$ cat config.mk
export PLATFORM = sky130hd
export DESIGN_NAME = nr_timing_top
export DESIGN_NICKNAME = d
export VERILOG_FILES = /design/src/nr_frame_pkg.sv /design/src/nr_width_pkg.sv /design/src/timing_ifs.sv /design/src/frame_timer.sv /design/src/marker_out.sv /design/src/nr_timing_top.sv /design/src/pps_sync.sv /design/src/symbol_timer.sv
export SDC_FILE = /design/constraint.sdc
export NUM_CORES = 1
export LEC_CHECK = 0
export ABC_AREA = 0
export BUFFER_PORTS_ARGS = -buffer_cell sky130_fd_sc_hd__buf_2
export CAP_MARGIN = 10
export CORE_MARGIN = 5
export CORE_UTILIZATION = 55
export CTS_CLUSTER_DIAMETER = 30
export CTS_CLUSTER_SIZE = 25
export DETAILED_ROUTE_END_ITERATION = 10
export PLACE_DENSITY = 0.78
export SYNTH_ARGS = -nofsm -noshare
export SYNTH_HDL_FRONTEND = slang
export SYNTH_SLANG_ARGS = --single-unit
$ cat constraint.sdc
create_clock -name clk -period 6.1 [get_ports clk]
set_input_delay 1.22 -clock clk [delete_from_list [all_inputs] [get_ports clk]]
set_output_delay 1.22 -clock clk [all_outputs]
set_load 0.01 [all_outputs]
$ cat src/nr_frame_pkg.sv
`default_nettype none

package nr_frame_pkg;

    // radio frame structure, 10 ms frame
    localparam int subframes_per_frame = 10;
    // 30 kHz subcarrier spacing, two slots per 1 ms subframe
    localparam int slots_per_subframe = 2;

    // 0.5 ms slot at 491.52 MHz sample rate
    localparam int slot_samples_default = 245760;

    // normal cp, first symbol carries the longer prefix
    localparam int sym_first_default = 17792;
    localparam int sym_normal_default = 17536;
    // extended cp, all symbols equal
    localparam int sym_ext_default = 20480;

    // symbols per slot for each cp mode
    localparam int syms_normal = 14;
    localparam int syms_ext = 12;

endpackage

`default_nettype wire

$ cat src/nr_width_pkg.sv
`default_nettype none

package nr_width_pkg;

    // sample position within the 10 ms frame
    localparam int frame_sample_w = 23;
    // sample position within a 1 ms subframe
    localparam int subframe_sample_w = 19;
    // sample position within a 0.5 ms slot
    localparam int slot_sample_w = 18;

    // subframe index 0..9
    localparam int subframe_idx_w = 4;
    // slot index within the frame, 0..19
    localparam int slot_idx_w = 5;

    // symbol index within the slot, 0..13
    localparam int sym_idx_w = 4;
    // sample position within one symbol
    localparam int sym_sample_w = 16;

endpackage

`default_nettype wire

$ cat src/timing_ifs.sv
`timescale 1ns/1ps
`default_nettype none

// frame position, one sample per clock
interface frame_pos_if
    import nr_width_pkg::*;
();
    logic [frame_sample_w-1:0]    frame_sample;
    logic [subframe_sample_w-1:0] subframe_sample;
    logic [slot_sample_w-1:0]     slot_sample;
    logic [subframe_idx_w-1:0]    subframe_idx;
    // slot index counted over the whole frame
    logic [slot_idx_w-1:0]        slot_idx;

    modport src (
        output frame_sample, subframe_sample, slot_sample, subframe_idx, slot_idx
    );
    modport dst (
        input frame_sample, subframe_sample, slot_sample, subframe_idx, slot_idx
    );
endinterface

// symbol position, same cycle as frame_pos_if
interface symbol_pos_if
    import nr_width_pkg::*;
();
    // high on first sample of each symbol
    logic                    sym_start;
    logic [sym_idx_w-1:0]    sym_idx;
    logic [sym_sample_w-1:0] sym_sample;

    modport src (output sym_start, sym_idx, sym_sample);
    modport dst (input sym_start, sym_idx, sym_sample);
endinterface

`default_nettype wire
$ cat src/frame_timer.sv
`timescale 1ns/1ps
`default_nettype none

module frame_timer
    import nr_frame_pkg::*, nr_width_pkg::*;
#(
    parameter int SLOT_SAMPLES = slot_samples_default
) (
    input  wire       clk,
    input  wire       rst,
    input  wire       align,
    frame_pos_if.src  pos
);

    localparam int SUBFRAME_SAMPLES = SLOT_SAMPLES * slots_per_subframe;
    localparam int FRAME_SAMPLES = SUBFRAME_SAMPLES * subframes_per_frame;
    localparam int SLOTS_PER_FRAME = slots_per_subframe * subframes_per_frame;

    // wrap values sized to each counter
    localparam logic [frame_sample_w-1:0] FRAME_LAST = frame_sample_w'(FRAME_SAMPLES - 1);
    localparam logic [subframe_sample_w-1:0] SUBFRAME_LAST =
        subframe_sample_w'(SUBFRAME_SAMPLES - 1);
    localparam logic [slot_sample_w-1:0] SLOT_LAST = slot_sample_w'(SLOT_SAMPLES - 1);
    localparam logic [slot_idx_w-1:0] SLOT_IDX_LAST = slot_idx_w'(SLOTS_PER_FRAME - 1);
    localparam logic [slot_idx_w-1:0] SLOT_IN_SUB_LAST = slot_idx_w'(slots_per_subframe - 1);
    localparam logic [subframe_idx_w-1:0] SUBFRAME_IDX_LAST =
        subframe_idx_w'(subframes_per_frame - 1);

    logic [frame_sample_w-1:0]    frame_sample;
    logic [subframe_sample_w-1:0] subframe_sample;
    logic [slot_sample_w-1:0]     slot_sample;
    logic [slot_idx_w-1:0]        slot_idx;
    // slot position inside the current subframe
    logic [slot_idx_w-1:0]        slot_in_sub;
    logic [subframe_idx_w-1:0]    subframe_idx;

    always_ff @(posedge clk) begin
        // align restarts the whole frame wherever we are
        if (rst || align) begin
            frame_sample    <= '0;
            subframe_sample <= '0;
            slot_sample     <= '0;
            slot_idx        <= '0;
            slot_in_sub     <= '0;
            subframe_idx    <= '0;
        end else begin
            frame_sample    <= (frame_sample == FRAME_LAST) ? '0 : frame_sample + 1'b1;
            subframe_sample <= (subframe_sample == SUBFRAME_LAST) ? '0
                             : subframe_sample + 1'b1;
            if (slot_sample == SLOT_LAST) begin
                slot_sample <= '0;
                slot_idx    <= (slot_idx == SLOT_IDX_LAST) ? '0 : slot_idx + 1'b1;
                // subframe index steps with the last slot of a subframe
                if (slot_in_sub == SLOT_IN_SUB_LAST) begin
                    slot_in_sub  <= '0;
                    subframe_idx <= (subframe_idx == SUBFRAME_IDX_LAST) ? '0
                                  : subframe_idx + 1'b1;
                end else begin
                    slot_in_sub <= slot_in_sub + 1'b1;
                end
            end else begin
                slot_sample <= slot_sample + 1'b1;
            end
        end
    end

    assign pos.frame_sample    = frame_sample;
    assign pos.subframe_sample = subframe_sample;
    assign pos.slot_sample     = slot_sample;
    assign pos.slot_idx        = slot_idx;
    assign pos.subframe_idx    = subframe_idx;

    // index and subframe counters kept in range across wraps
    a_slot_idx_range: assert property (
        @(posedge clk) disable iff (rst) slot_idx < SLOTS_PER_FRAME
    );
    a_subframe_sample_range: assert property (
        @(posedge clk) disable iff (rst) subframe_sample < SUBFRAME_SAMPLES
    );

endmodule

`default_nettype wire

$ cat src/marker_out.sv
`timescale 1ns/1ps
`default_nettype none

module marker_out
    import nr_width_pkg::*;
(
    input  wire                          clk,
    input  wire                          rst,
    input  wire                          align,
    frame_pos_if.dst                     pos,
    symbol_pos_if.dst                    sym,
    output logic                         locked,
    output logic                         frm_mrkr,
    output logic [frame_sample_w-1:0]    frm_sample_cnt,
    output logic                         sub_frame_mrkr,
    output logic [subframe_sample_w-1:0] sub_frame_sample_cnt,
    output logic [subframe_idx_w-1:0]    sub_frame_cnt,
    output logic                         slot_mrkr,
    output logic [slot_sample_w-1:0]     slot_sample_cnt,
    output logic [slot_idx_w-1:0]        slot_cnt,
    output logic                         sym_mrkr,
    output logic [sym_sample_w-1:0]      sym_sample_cnt,
    output logic [sym_idx_w-1:0]         sym_cnt
);

    // armed on the first align as the counters restart
    logic armed;

    always_ff @(posedge clk) begin
        if (rst) begin
            armed  <= 1'b0;
            locked <= 1'b0;
        end else begin
            if (align) begin
                armed <= 1'b1;
            end
            // lines up with the first marker
            locked <= armed;
        end
    end

    always_ff @(posedge clk) begin
        // quiet until aligned
        if (rst || !armed) begin
            frm_mrkr             <= 1'b0;
            frm_sample_cnt       <= '0;
            sub_frame_mrkr       <= 1'b0;
            sub_frame_sample_cnt <= '0;
            sub_frame_cnt        <= '0;
            slot_mrkr            <= 1'b0;
            slot_sample_cnt      <= '0;
            slot_cnt             <= '0;
            sym_mrkr             <= 1'b0;
            sym_sample_cnt       <= '0;
            sym_cnt              <= '0;
        end else begin
            // marker is the zero sample of each unit
            frm_mrkr             <= (pos.frame_sample == '0);
            frm_sample_cnt       <= pos.frame_sample;
            sub_frame_mrkr       <= (pos.subframe_sample == '0);
            sub_frame_sample_cnt <= pos.subframe_sample;
            sub_frame_cnt        <= pos.subframe_idx;
            slot_mrkr            <= (pos.slot_sample == '0);
            slot_sample_cnt      <= pos.slot_sample;
            slot_cnt             <= pos.slot_idx;
            sym_mrkr             <= sym.sym_start;
            sym_sample_cnt       <= sym.sym_sample;
            sym_cnt              <= sym.sym_idx;
        end
    end

    // frame start coincides with every lower boundary and symbol 0
    a_frame_nesting: assert property (
        @(posedge clk) disable iff (rst)
        frm_mrkr |-> (sub_frame_mrkr && slot_mrkr && sym_mrkr && sym_cnt == '0
                      && slot_cnt == '0 && sub_frame_cnt == '0)
    );

endmodule

`default_nettype wire

$ cat src/nr_timing_top.sv
`timescale 1ns/1ps
`default_nettype none

module nr_timing_top
    import nr_frame_pkg::*, nr_width_pkg::*;
#(
    parameter int SLOT_SAMPLES = slot_samples_default,
    parameter int SYM_FIRST    = sym_first_default,
    parameter int SYM_NORMAL   = sym_normal_default,
    parameter int SYM_EXT      = sym_ext_default
) (
    input  wire                          clk,
    input  wire                          rst,
    // external one pulse per second
    input  wire                          pps,
    // level, 1 selects extended cp
    input  wire                          ext_cp,
    output logic                         frm_mrkr,
    output logic [frame_sample_w-1:0]    frm_sample_cnt,
    output logic                         sub_frame_mrkr,
    output logic [subframe_sample_w-1:0] sub_frame_sample_cnt,
    output logic [subframe_idx_w-1:0]    sub_frame_cnt,
    output logic                         slot_mrkr,
    output logic [slot_sample_w-1:0]     slot_sample_cnt,
    output logic [slot_idx_w-1:0]        slot_cnt,
    output logic                         sym_mrkr,
    output logic [sym_sample_w-1:0]      sym_sample_cnt,
    output logic [sym_idx_w-1:0]         sym_cnt,
    output logic                         locked
);

    logic align;

    frame_pos_if  pos_if ();
    symbol_pos_if sym_if ();

    // strobe in, single cycle align out
    pps_sync u_pps_sync (
        .clk   (clk),
        .rst   (rst),
        .pps   (pps),
        .align (align)
    );

    frame_timer #(
        .SLOT_SAMPLES (SLOT_SAMPLES)
    ) u_frame_timer (
        .clk   (clk),
        .rst   (rst),
        .align (align),
        .pos   (pos_if.src)
    );

    symbol_timer #(
        .SLOT_SAMPLES (SLOT_SAMPLES),
        .SYM_FIRST    (SYM_FIRST),
        .SYM_NORMAL   (SYM_NORMAL),
        .SYM_EXT      (SYM_EXT)
    ) u_symbol_timer (
        .clk    (clk),
        .rst    (rst),
        .ext_cp (ext_cp),
        .pos    (pos_if.dst),
        .sym    (sym_if.src)
    );

    // registered outputs, one cycle behind the position
    marker_out u_marker_out (
        .clk                  (clk),
        .rst                  (rst),
        .align                (align),
        .pos                  (pos_if.dst),
        .sym                  (sym_if.dst),
        .locked               (locked),
        .frm_mrkr             (frm_mrkr),
        .frm_sample_cnt       (frm_sample_cnt),
        .sub_frame_mrkr       (sub_frame_mrkr),
        .sub_frame_sample_cnt (sub_frame_sample_cnt),
        .sub_frame_cnt        (sub_frame_cnt),
        .slot_mrkr            (slot_mrkr),
        .slot_sample_cnt      (slot_sample_cnt),
        .slot_cnt             (slot_cnt),
        .sym_mrkr             (sym_mrkr),
        .sym_sample_cnt       (sym_sample_cnt),
        .sym_cnt              (sym_cnt)
    );

endmodule

`default_nettype wire

$ cat src/pps_sync.sv
`timescale 1ns/1ps
`default_nettype none

module pps_sync (
    input  wire  clk,
    input  wire  rst,
    input  wire  pps,
    output logic align
);

    // two stage synchroniser for the async strobe
    logic pps_meta;
    logic pps_sync_q;
    // previous synchronised level for edge detect
    logic pps_prev;

    always_ff @(posedge clk) begin
        if (rst) begin
            pps_meta   <= 1'b0;
            pps_sync_q <= 1'b0;
            pps_prev   <= 1'b0;
            align      <= 1'b0;
        end else begin
            pps_meta   <= pps;
            pps_sync_q <= pps_meta;
            pps_prev   <= pps_sync_q;
            // rising edge only, registered so align is one clean cycle
            align      <= pps_sync_q & ~pps_prev;
        end
    end

    // a held strobe must not retrigger
    a_align_single: assert property (
        @(posedge clk) disable iff (rst) align |=> !align
    );

endmodule

`default_nettype wire

$ cat src/symbol_timer.sv
`timescale 1ns/1ps
`default_nettype none

module symbol_timer
    import nr_frame_pkg::*, nr_width_pkg::*;
#(
    parameter int SLOT_SAMPLES = slot_samples_default,
    parameter int SYM_FIRST    = sym_first_default,
    parameter int SYM_NORMAL   = sym_normal_default,
    parameter int SYM_EXT      = sym_ext_default
) (
    input  wire       clk,
    input  wire       rst,
    input  wire       ext_cp,
    frame_pos_if.dst  pos,
    symbol_pos_if.src sym
);

    localparam logic [slot_sample_w-1:0] FIRST_LEN = slot_sample_w'(SYM_FIRST);
    localparam logic [slot_sample_w-1:0] NORM_LEN = slot_sample_w'(SYM_NORMAL);
    localparam logic [slot_sample_w-1:0] EXT_LEN = slot_sample_w'(SYM_EXT);
    localparam logic [sym_idx_w-1:0] LAST_NORM = sym_idx_w'(syms_normal - 1);
    localparam logic [sym_idx_w-1:0] LAST_EXT = sym_idx_w'(syms_ext - 1);

    // symbol grid must fit inside one slot
    if (SYM_FIRST + (syms_normal - 1) * SYM_NORMAL > SLOT_SAMPLES) begin : g_bad_normal
        $error("normal cp symbols overrun the slot");
    end
    if (syms_ext * SYM_EXT > SLOT_SAMPLES) begin : g_bad_ext
        $error("extended cp symbols overrun the slot");
    end

    // cp mode latched at slot start
    logic                     ext_q;
    // slot sample where the next symbol begins
    logic [slot_sample_w-1:0] bound_q;
    logic [sym_idx_w-1:0]     sym_idx_q;
    logic [sym_sample_w-1:0]  sym_sample_q;

    logic                     slot_start;
    logic                     mode_now;
    logic                     hit;
    logic [sym_idx_w-1:0]     last_idx;
    logic                     sym_start_c;
    logic [sym_idx_w-1:0]     sym_idx_c;
    logic [sym_sample_w-1:0]  sym_sample_c;

    always_comb begin
        slot_start = (pos.slot_sample == '0);
        // new mode applies from this slot start onward
        mode_now = slot_start ? ext_cp : ext_q;
        last_idx = ext_q ? LAST_EXT : LAST_NORM;
        // leftover samples after the last boundary stay in the last symbol
        hit = !slot_start && (pos.slot_sample == bound_q) && (sym_idx_q < last_idx);
        sym_start_c = slot_start || hit;
        if (slot_start) begin
            sym_idx_c = '0;
        end else if (hit) begin
            sym_idx_c = sym_idx_q + 1'b1;
        end else begin
            sym_idx_c = sym_idx_q;
        end
        sym_sample_c = sym_start_c ? '0 : sym_sample_q + 1'b1;
    end

    always_ff @(posedge clk) begin
        if (rst) begin
            ext_q        <= 1'b0;
            bound_q      <= '0;
            sym_idx_q    <= '0;
            sym_sample_q <= '0;
        end else begin
            ext_q        <= mode_now;
            sym_idx_q    <= sym_idx_c;
            sym_sample_q <= sym_sample_c;
            if (slot_start) begin
                bound_q <= ext_cp ? EXT_LEN : FIRST_LEN;
            end else if (hit) begin
                bound_q <= bound_q + (ext_q ? EXT_LEN : NORM_LEN);
            end
        end
    end

    // zero latency, straight onto the interface
    assign sym.sym_start  = sym_start_c;
    assign sym.sym_idx    = sym_idx_c;
    assign sym.sym_sample = sym_sample_c;

    a_sym_idx_limit: assert property (
        @(posedge clk) disable iff (rst)
        sym_idx_c < (mode_now ? syms_ext : syms_normal)
    );

endmodule

`default_nettype wire

; ---- Word-level counts from Yosys, hierarchy flattened
; Cells that the tools add are included.
[word_totals]
ff_bits = 212
in_bits = 4
output_inout_bits = 94
[op_classes]
add_sub_neg = 9
order_cmp = 1
eq_ne = 7
muxes = 11
n_bitwise = 2
reduce_logical = 15
[op_table]
columns = operator, count
row1 = 18-bit two-way mux, 2
row2 = 13-bit two-way mux, 2
row3 = 23-bit by 1-bit adder with 23-bit output (second input constant), 1
row4 = 23-bit == test (second input constant), 1
row5 = 23-bit logical NOT, 1
row6 = 19-bit by 1-bit adder with 19-bit output (second input constant), 1
row7 = 19-bit == test (second input constant), 1
row8 = 19-bit logical NOT, 1
row9 = 18-bit by 1-bit adder with 18-bit output (second input constant), 1
row10 = 18-bit adder, 1
row11 = 18-bit == test, 1
row12 = 18-bit == test (second input constant), 1
row13 = 18-bit logical NOT, 1
row14 = 16-bit by 1-bit adder with 16-bit output (second input constant), 1
row15 = 16-bit two-way mux, 1
row16 = 4-bit two-way mux, 3
row17 = 5-bit by 1-bit adder with 5-bit output (second input constant), 2
row18 = 5-bit two-way mux, 2
row19 = 4-bit by 1-bit adder with 4-bit output (second input constant), 2
row20 = 2-bit OR reduction, 3
row21 = 5-bit by 1-bit == test with 1-bit output (second input constant), 1
row22 = 5-bit == test (second input constant), 1
row23 = 4-bit == test (second input constant), 1
row24 = 4-bit < comparator, 1
row25 = other kinds (8), 12

; ---- Logic depth before layout (Yosys ltp)
; Gate-level depths: netlist of run 1.
[depth]
ltp_word = 6
ltp_mapped = 9

; ---- Cells and area by module
; From an unflattened synthesis of run 1, not the netlist that was laid out.
[unflattened]
hier_cells = 858
hier_area_um2 = 8140.3
[modules_own_cells]
columns = mod, instances, cells_per_inst, area_per_inst_um2, seq_area_each_um2
row1 = frame_timer, 1, 394, 3444.6, 1481.4
row2 = marker_out, 1, 223, 2705.1, 1901.8
row3 = symbol_timer, 1, 233, 1879.3, 640.6
row4 = pps_sync, 1, 8, 111.4, 80.1

; ---- Worst setup path before layout of run 1
; Ideal clock, no wire load.
[synth_timing]
kind = input-to-reg
from = in rst
to = reg u_marker_out.slot_sample_cnt[10]
setup_ns = 0.115
arrival_ns = 2.144
required_ns = 5.985
slack_ns = 3.841
path_stages = 6
cell_sequence = nand2b_1 clkbuf_1 inv_1 clkbuf_1 clkbuf_1 and2_1
[synth_via]
elab_chain_len = 1
[synth_lines]
columns = item, line_no
row1 = "start, declared", nr_timing_top.sv:13  ; input wire rst,
row2 = 1-bit logical OR, marker_out.sv:44  ; if (rst || !armed) begin
row3 = "end signal, assigned", marker_out.sv:64  ; slot_sample_cnt <= pos.slot_sample;
row4 = "end, declared", marker_out.sv:19  ; output logic [slot_sample_w-1:0] slot_sample_cnt,
; Every way passes these cells.
; A chain may end at the register's enable or synchronous reset.

; ---- Worst setup path in the final report of run 1
[layout_timing]
from = in rst
to = reg u_marker_out.sym_sample_cnt[5]
[layout_via]
elab_chain_len = 1
[layout_lines]
columns = item, line_no
row1 = 1-bit logical OR, marker_out.sv:44
row2 = "end signal, assigned", marker_out.sv:67  ; sym_sample_cnt <= sym.sym_sample;
row3 = "end, declared", marker_out.sv:22  ; output logic [sym_sample_w-1:0] sym_sample_cnt,
; Every way passes these cells.

==> results of run 1 <==
[cell families (layout without fill, tap and decap cells)]
| kind of cell | after synthesis | after routing | share of synthesized area |
|---|---|---|---|
| simple gates | 379 | 379 | 0.256 |
| compound gates | 46 | 46 | 0.0377 |
| flops | 205 | 205 | 0.539 |
| mux | 5 | 5 | 0.00658 |
| buf+inv | 52 | 185 | 0.0286 |
| xor+xnor | 89 | 89 | 0.102 |
| fa+ha+maj | 18 | 18 | 0.0296 |
[cell usage in the layout (no fill, tap or decap), types with 4 or more instances in the layout]
cell / synthesis / layout
xnor2_1: 38 / 38
nor2b_1: 11 / 11
dfxtp_1: 205 / 205
nand2_1: 39 / 39
inv_1: 22 / 22
and2_1: 58 / 58
nand3_1: 36 / 36
a21oi_1: 21 / 21
nor2_1: 149 / 149
nand4_1: 21 / 21
nor4_1: 13 / 13
clkbuf_16: 0 / 37
and3_1: 7 / 7
xor2_1: 51 / 51
or3_1: 4 / 4
ha_1: 18 / 18
inv_6: 0 / 6
clkbuf_8: 0 / 6
nor3_1: 8 / 8
clkinvlp_4: 0 / 4
o21ai_0: 8 / 7
buf_2: 9 / 97
and4_1: 8 / 8
mux2i_1: 5 / 5
[worst paths after layout]
path                        start                              to  slack, ns
max                           rst  u_marker_out.sym_sample_cnt[5]       3.19
min           u_pps_sync.pps_prev                u_pps_sync.align       0.38
max reg2reg  u_symbol_timer.ext_q      u_symbol_timer.bound_q[17]       3.37
min reg2reg   u_pps_sync.pps_prev                u_pps_sync.align       0.38
[per-stage QoR]
step	setup WS, ns	area, µm²	power, W	hold WS, ns	cells
after floorplan	3.84	7610	0.00149	0.367	794
after global placement	2.75	8200	0.00151	0.371	1043
after detailed placement	2.63	8200	0.00152	0.376	1043
after CTS	3.13	9400	0.00347	0.386	1107
after global routing	2.98	9400	0.00356	0.401	1107
final	3.19	9400	0.00343	0.382	1107
[final cells by class]
| class | count | share of cell area |
|---|---|---|
| Multi-Input combinational cell | 537 | 0.349 |
| Inverter | 22 | 0.00878 |
| Sequential cell | 205 | 0.436 |
| Clock buffer | 46 | 0.108 |
| Timing Repair Buffer | 99 | 0.0532 |
| Tap cell | 180 | 0.0239 |
| Clock inverter | 18 | 0.0198 |
[state kept, by name (all words and copies together) (netlist names), 4 cells and up]
register,cells
u_frame_timer.pos.frame_sample,23
u_marker_out.frm_sample_cnt,23
u_frame_timer.pos.subframe_sample,19
u_marker_out.sub_frame_sample_cnt,19
u_frame_timer.pos.slot_sample,18
u_marker_out.slot_sample_cnt,18
u_marker_out.sym_sample_cnt,16
u_symbol_timer.sym_sample_q,16
u_symbol_timer.bound_q,11
u_frame_timer.pos.slot_idx,5
u_frame_timer.slot_in_sub,5
u_marker_out.slot_cnt,5
u_frame_timer.pos.subframe_idx,4
u_marker_out.sub_frame_cnt,4
u_marker_out.sym_cnt,4
u_symbol_timer.sym_idx_q,4
[per-layer routing]
layer  vias to the layer above  share of wire  global-route usage
li1                       2868              -                   -
met1                      2612           0.44               0.241
met2                       126           0.48               0.310
met3                        23          0.058              0.0472
met4                         0          0.017              0.0705
met5                         -              0                   0
[power breakdown]
group	leakage, nW	total (W)	internal [W]	switching [W]
sequential	1.65	0.00137	0.00136	0.0000176
clock	0.585	0.00194	0.00128	0.000662
combinational	1.70	0.000118	0.0000425	0.0000756
total	3.94	0.00343	0.00268	0.000755
==> run metrics, run 1 <==
fin nets 923; WL/cell approximately 14 µm; max-slew violation count 0; Setup TNS 0 ns; slowest cell on the critical path nand3_1; PwrDens 365 nW/µm²; Mapped Nets roughly 820; # IOs 98; H-tree depth 2; Global Route Usage Sum 0.189; number of global-route vias before repair between 5k and 6k; Worst path top cell family by delay simple AND/OR/NAND/NOR gates; Gate Count Post-Synth between 700 and 800; Clock Path Buffers 3; Async S/R FF share, synth 0; Hold Vio Cnt, Final 0; Slew HR 0.447; GP Congestion just over 0.8; Leakage 3.94 nW; min-delay worst type flop to flop; Warnings, synthesis 0; worst skew pair latency about 0.48 ns; area fraction of the dominant cell type after synthesis 0.539; global-route wire length before repair 25.6 mm; crit path buf inv count 2; hpwl dp roughly 10 mm; WHS Path Cells 1; DR pass1 iterations 4; Register Area 4100 µm²; Layout fillers 1,088; Post-Route Skew 0.00884 ns; Resize count post-CTS 0; die height ~130 µm; Die Wd roughly 130 µm; total CTS buffers 36; max capacitance violation total 0; CTS tree built; CP Cell Sequence buf_2 -> nand2b_1 -> inv_1 -> nand3_1 -> nor2_1; area of the multi-input gates about 3300 µm²; Slew @ Worst Pin 0.826 ns; fmax 0.344 GHz; top cells by count, synth 205 x dfxtp_1, 149 x nor2_1, 58 x and2_1, 51 x xor2_1, 39 x nand2_1; # clock sinks 205; WP data arrival approximately 3.3 ns; gr ovfl total 0; post-synthesis sequential area ratio 0.539; Critical Path Max Stage Delay approximately 0.56 ns; Hold Buf Count CTS 0; Post-Syn Area 7610 µm²; setup violators final 0; cell taking the most area after synthesis dfxtp_1; Avg Cell Area, Syn between 9 and 10 µm²; Residual DRC 0; peak fanout along the critical path 18; Tcrit/Tclk final 0.477; DR vias/cell 5.08; area growth from synthesis to layout 23.6%; die area 16,300 µm²; core area around 14,000 µm²; Post-synth EDFFs 0; most instantiated library cell after synthesis dfxtp_1; n_diodes 0; largest net degree at the start of global routing 43; share of layout cells above drive strength 1 0.187; CP endpoint kind flop; status finished, final reports clean; initial core utilization 0.554; Final min period around 2.9 ns; top cells by area, synth dfxtp_1 54%, nor2_1 7.4%, xor2_1 5.9%; Setup Crit Path Kind input pin to flop; reg2reg path depth 8; RSZ-0062 raised after global routing false; initial antenna violation count 0; Root Buffer clkbuf_16; Yosys reg bits 205; number of cells on the critical path 5; Post-CTS Setup Bufs 0; final WL 15.1 mm; total number of vias approximately 5.6k; Peak supply drop 0.244 mV; ANT nets after route 0; Final Util 0.685; clock slew at reported path FFs ~0.05 ns; Worst Path Required 6.49 ns; row count 43; Critical Path Source Type input pin; count of input and output buffers 97; unique cell type count in the Yosys netlist 52; DRT iter0 DRCs 302; Most used DFF post-synth dfxtp_1
No activity file was read; power rests on OpenSTA's default activity.
==> inputs of run 2 (changes only) <==
==> constraint.sdc (replaced) <==
create_clock -name clk -period 2.9 [get_ports clk]
set_input_delay 0.58 -clock clk [delete_from_list [all_inputs] [get_ports clk]]
set_output_delay 0.58 -clock clk [all_outputs]
set_load 0.01 [all_outputs]
==> run metrics, run 2 (synthesis gave the netlist of run 1 again) <==
DR vias/cell 5.08 (-0.16%); Slew HR 0.561 (+0.114); final WL 15.8 mm (+5.0%); largest net degree at the start of global routing 35 (-19%); RSZ-0062 raised after global routing false; WP data arrival 2.67 ns (-0.63 ns); total number of vias 5,681 (+0.92%); Layout fillers 1,036 (-4.8%); max-slew violation count 0 (unchanged); Hold Buf Count CTS 0 (unchanged); status finished, final reports clean; row count 43 (unchanged); dpl cells 1,051 (+0.77%); Critical Path Max Stage Delay 0.43 ns (-0.13 ns); area growth from synthesis to layout 26.1%; commonest non-fill, non-tap cell in the layout dfxtp_1; Hold Vio Cnt, Final 0 (unchanged); initial antenna violation count 0 (unchanged); count of input and output buffers 97 (unchanged); DRT iter0 DRCs 291 (-3.6%); Die Wd 128 µm (unchanged); final hold slack 0.325 ns (-0.0569 ns); CP endpoint kind flop; Post-Route Skew 0.0168 ns (+0.00798 ns); CP Cell Sequence inv_1 -> ha_1 -> a211oi_1 -> nor2_1 -> nor4b_4 -> nand3_2 -> or3_1 -> a21oi_1; Register Area 4100 µm² (unchanged); fmax approximately 0.44 GHz; n_diodes 0 (unchanged); PwrDens 801 nW/µm² (+120%); area of the multi-input gates 3290 µm² (unchanged); Root Buffer clkbuf_16; Slew @ Worst Pin 0.658 ns (-0.168 ns); fin worst setup slack 0.629 ns (-2.56 ns); Clock Path Buffers 3 (unchanged); Leakage 4.04 nW (+2.5%); H-tree depth 2 (unchanged); DR pass1 iterations 4 (unchanged); Setup Crit Path Kind flop to flop; number of global-route vias before repair 5,597 (+2.4%); Resize count post-CTS 0 (unchanged); min-delay worst type input pin to flop; die area 16,300 µm² (unchanged); Global Route Usage Sum 0.197 (+0.00812); Post-CTS Setup Bufs 0 (unchanged); gr ovfl total 0 (unchanged); die height 128 µm (unchanged); global-route wire length before repair 26.6 mm (+4.2%); share of layout cells above drive strength 1 0.199 (+0.0125); Top Registers u_frame_timer.pos.frame_sample (23), u_marker_out.frm_sample_cnt (23); final non-filler cell total 1,119 (+1.1%); peak fanout along the critical path 8 (-10); hpwl dp 10.2 mm (+2.7%); GP Congestion 0.837 (+2.9%); fin nets 932 (+0.98%); Critical Path Source Type flop; core area 13,700 µm² (unchanged); Residual DRC 0 (unchanged); setup violators final 0 (unchanged); pre-CTS WS 0.636 ns (-1.99 ns); total CTS buffers 37 (+2.8%); # IOs 98 (unchanged); # clock sinks 205 (unchanged); Final min period about 2.3 ns; Tcrit/Tclk final 0.783; WL/cell 14.2 µm (+3.9%); slowest cell on the critical path or3_1; Peak supply drop 0.498 mV (+100%); crit path buf inv count 1 (-1); Worst path top cell family by delay simple AND/OR/NAND/NOR gates; clock slew at reported path FFs 0.05 ns (about the same); ANT nets after route 0 (unchanged); initial core utilization 0.554 (unchanged); worst skew pair latency 0.50 ns (+0.02 ns); max capacitance violation total 0 (unchanged); Setup TNS 0 ns (unchanged); most frequent cells in the layout 205 x dfxtp_1, 149 x nor2_1, 97 x buf_2; Worst Path Required 3.30 ns (-3.19 ns); CTS tree built
-- run 2: through the flow --
stage / instance area (µm²) / power (W) / util
CTS: 9590 / 0.00776 / 0.699
floorplan: 7610 / 0.00314 / -
detailed placement: 8260 / 0.00321 / 0.602
global route: 9590 / 0.00794 / 0.699
global placement: 8260 / 0.00321 / 0.602
finish: 9590 / 0.00769 / 0.699
-- run 2: worst register-to-register path, stage by stage (launching register included) --
cell,delay [ns]
dfxtp_1,0.38
inv_1,0.10
ha_1,0.27
a211oi_1,0.23
nor2_1,0.11
nor4b_4,0.25
nand3_2,0.21
or3_1,0.43
a21oi_1,0.21
-- run 2: final timing paths --
path	to	startpoint	cells after the start	slack (ns)
worst max-delay path	u_symbol_timer.sym_idx_q[3]	u_symbol_timer.ext_q	8	0.63
worst min-delay path	u_pps_sync.pps_meta	pps	2	0.33
worst max register to register	u_symbol_timer.sym_idx_q[3]	u_symbol_timer.ext_q	8	0.63
worst min register to register	u_pps_sync.align	u_pps_sync.pps_prev	1	0.38
-- run 2: layout make-up --
cell class / count / area share
sequential: 205 / 0.428
tap: 180 / 0.0235
timing repair buffer: 107 / 0.0584
multi-input combinational: 537 / 0.342
inverter: 22 / 0.00861
clock inverter: 28 / 0.0372
clock buffer: 40 / 0.102
-- run 2: power breakdown --
group	switching (W)	total, W	internal (W)
Combinational	0.000163	0.000267	0.000104
Sequential	0.0000357	0.00289	0.00285
Clock	0.00150	0.00453	0.00303
Total	0.00170	0.00769	0.00599
-- run 2: routing by layer --
| metal | wire, µm | track usage | up-vias | share of wire |
|---|---|---|---|---|
| met4 | 348 | 0.0737 | 0 | 0.022 |
| met2 | 7550 | 0.324 | 122 | 0.48 |
| li1 | - | - | 2879 | - |
| met5 | 0 | 0 | - | 0 |
| met3 | 838 | 0.0481 | 32 | 0.053 |
| met1 | 7100 | 0.251 | 2648 | 0.45 |
==> inputs of run 3 (changes only) <==
--- a/config.mk
+++ b/config.mk
@@ -5,7 +5,7 @@
 export SDC_FILE = /design/constraint.sdc
 export NUM_CORES = 1
 export LEC_CHECK = 0
-export ABC_AREA = 0
+export ABC_AREA = 1
 export BUFFER_PORTS_ARGS = -buffer_cell sky130_fd_sc_hd__buf_2
 export CAP_MARGIN = 10
 export CORE_MARGIN = 5
==> constraint.sdc (replaced) <==
create_clock -name clk -period 2.22 [get_ports clk]
set_input_delay 0.444 -clock clk [delete_from_list [all_inputs] [get_ports clk]]
set_output_delay 0.444 -clock clk [all_outputs]
set_load 0.01 [all_outputs]
==> run metrics, run 3 <==
post-synthesis sequential area ratio 0.498 (-0.0415); CP endpoint kind flop; Setup TNS 0 ns (unchanged); number of global-route vias before repair 6,944 (+24%); Tcrit/Tclk final 0.925 (+0.142); DR pass1 iterations 6 (+2); n_diodes 0 (unchanged); core area 14,600 µm² (+6.3%); Slew HR 0.585 (+0.0239); Layout fillers 1,099 (+6.1%); Residual DRC 0 (unchanged); Post-synth EDFFs 0 (unchanged); row count 44 (+2.3%); Synth Area in Simple Gates 0.306 (+0.0500); Top Registers u_frame_timer.pos.frame_sample (23), u_marker_out.frm_sample_cnt (23); max-slew violation count 0 (unchanged); unique cell type count in the Yosys netlist 40 (-23%); area fraction of the dominant cell type after synthesis 0.498 (-0.0415); top cells by area, synth dfxtp_1 50%, nor2_1 9.1%, nand2_1 8.0%; fin nets 1,213 (+30%); Worst Path Required 2.59 ns (-0.71 ns); Power Total 0.0103 W (+33%); Root Buffer clkbuf_16; peak fanout along the critical path 6 (-2); Worst path top cell family by delay simple AND/OR/NAND/NOR gates; largest family of logic cells by synthesized area simple AND/OR/NAND/NOR gates; fmax 0.487 GHz (+11%); # IOs 98 (unchanged); area of the multi-input gates 3500 µm² (+6.7%); Post-Syn Area 8240 µm² (+8.3%); Synth Area in Adders 0.0273 (-0.00228); Hold Vio Cnt, Final 0 (unchanged); die height 132 µm (+3.8%); worst skew pair latency 0.50 ns (about the same); Die Wd 132 µm (+3.8%); most frequent cells in the layout 204 x dfxtp_1, 199 x nor2_1, 175 x nand2_1; WL/cell 13.8 µm (-2.9%); Placed Area 8960 µm² (+8.5%); H-tree depth 2 (unchanged); RSZ-0062 raised after global routing false; Critical Path Source Type flop; Compound-Gate Fraction of Synth Area 0.0518 (+0.0141); pre-CTS WS 0.131 ns (-0.505 ns); Slew @ Worst Pin 0.622 ns (-0.0358 ns); Leakage 4.39 nW (+8.7%); ANT nets after route 0 (unchanged); Most used DFF post-synth dfxtp_1; Avg Cell Area, Syn 7.80 µm² (-19%); Peak supply drop 0.953 mV (+91%); initial antenna violation count 0 (unchanged); XOR/XNOR share of the synthesized area 0.0393 (-0.0631); final std cell area, no fill 10,400 µm² (+7.9%); largest net degree at the start of global routing 61 (+74%); multiplexer area fraction after synthesis 0 (-0.00658); clock slew at reported path FFs 0.05 ns (about the same); global-route wire length before repair 32.4 mm (+22%); Global Route Usage Sum 0.216 (+0.0194); Critical Path Max Stage Delay 0.39 ns (-0.04 ns); cell taking the most area after synthesis dfxtp_1; DRT iter0 DRCs 489 (+68%); Register Area 4110 µm² (about the same); count of input and output buffers 97 (unchanged); total number of vias 7,177 (+26%); PwrDens 991 nW/µm² (+24%); top cells by count, synth 205 x dfxtp_1, 200 x nor2_1, 176 x nand2_1, 134 x inv_1, 63 x nand3_1; fin worst setup slack 0.167 ns (-0.462 ns); WP data arrival 2.42 ns (-0.25 ns); most instantiated library cell after synthesis dfxtp_1; final WL 19.3 mm (+22%); area growth from synthesis to layout 25.6%; Post-Route Skew 0.0124 ns (-0.00446 ns); Yosys reg bits 205 (unchanged); DR vias/cell 5.11 (+0.62%); Mapped Nets 1,079 (+32%); total CTS buffers 38 (+2.7%); slowest cell on the critical path dfxtp_1; min-delay worst type input pin to flop; Async S/R FF share, synth 0 (unchanged); # clock sinks 205 (unchanged); gr ovfl total 0 (unchanged); setup violators final 0 (unchanged); commonest non-fill, non-tap cell in the layout dfxtp_1; crit path buf inv count 0 (-1); final hold slack 0.157 ns (-0.168 ns); Gate Count Post-Synth 1,057 (+33%); CP Cell Sequence ha_1 -> nand3_1 -> nor2_2 -> nand3_2 -> nor2_4 -> nand3_2 -> o21ai_0 -> nor3_1; share of layout cells above drive strength 1 0.200 (+0.000688); GP Congestion 0.958 (+14%); die area 17,500 µm² (+7.7%); max capacitance violation total 0 (unchanged); Setup Crit Path Kind flop to flop; initial core utilization 0.565 (+0.0104); Clock Path Buffers 3 (unchanged); Warnings, synthesis 0 (unchanged); CTS tree built; hpwl dp 12.9 mm (+27%); most used cell, CP nand3_2; status finished, final reports clean; Final min period 2.05 ns (-0.218 ns)
==> run 3: cell types whose count changed after synthesis, moves of 11 or more <==
cell	change
nor2b_1	-11
a21oi_1	+16
nor2_2	+22
and2_1	-58
nor3_1	+27
xor2_1	-19
inv_1	+112
xnor2_1	-33
o21ai_0	+14
nor2_1	+51
nand2_1	+137
nand3_1	+27
==> run 3: routing by layer <==
metal,track usage,vias up,share of wire
li1,-,3632,-
met5,0,-,0
met1,0.281,3276,0.44
met4,0.0792,0,0.020
met3,0.0490,34,0.065
met2,0.353,235,0.48
==> run 3: repair_timing <==
| action | CTS | global route |
|---|---|---|
| endpoints found under the hold margin | 0 | 0 |
| setup buffers | 0 | 2 |
| endpoints found under the setup margin | 0 | 43 |
| hold buffers | 0 | 0 |
| gates resized for setup | 0 | 6 |
==> run 3: cells by family (layout without fill, tap and decap cells) <==
kind of cell | Yosys count | count (layout)
AND/OR/NAND/NOR | 560 | 560
adder cells (fa/ha/maj) | 18 | 18
XOR/XNOR | 37 | 37
AO/OA/AOI/OAI | 75 | 75
buffers and inverters | 162 | 326
flip-flops | 205 | 205
==> run 3: layout make-up <==
class	count	area share
repair buffers	113	0.0589
multi-input cells	690	0.339
inverters	143	0.0518
flip-flops and latches	205	0.397
clock inverters	28	0.0315
well taps	184	0.0222
clock buffers	42	0.100
==> run 3: worst paths after layout <==
path,slack [ns],start,endpoint,cells after the start
worst max-delay path,0.17,u_frame_timer.pos.slot_sample[0],u_frame_timer.pos.slot_idx[3],8
worst min-delay path,0.16,pps,u_pps_sync.pps_meta,3
worst max register to register,0.17,u_frame_timer.pos.slot_sample[0],u_frame_timer.pos.slot_idx[3],8
worst min register to register,0.40,u_pps_sync.pps_meta,u_pps_sync.pps_sync_q,2
==> run 3: metrics by stage <==
| step | cells | utilization |
|---|---|---|
| finish | 1405 | 0.710 |
| global route | 1405 | 0.710 |
| CTS | 1403 | 0.708 |
| detailed placement | 1333 | 0.614 |
| global placement | 1333 | 0.614 |
| floorplan | 1057 | - |
==> run 3: report_power, final <==
| group | internal (W) | switching, W |
|---|---|---|
| logic | 0.000152 | 0.000312 |
| clock network | 0.00401 | 0.00200 |
| registers | 0.00373 | 0.0000475 |
==> run 3: tightest hold or removal path: stages <==
cell	delay, ns
buf_2	0.09
inv_1	0.04
nor2_1	0.03
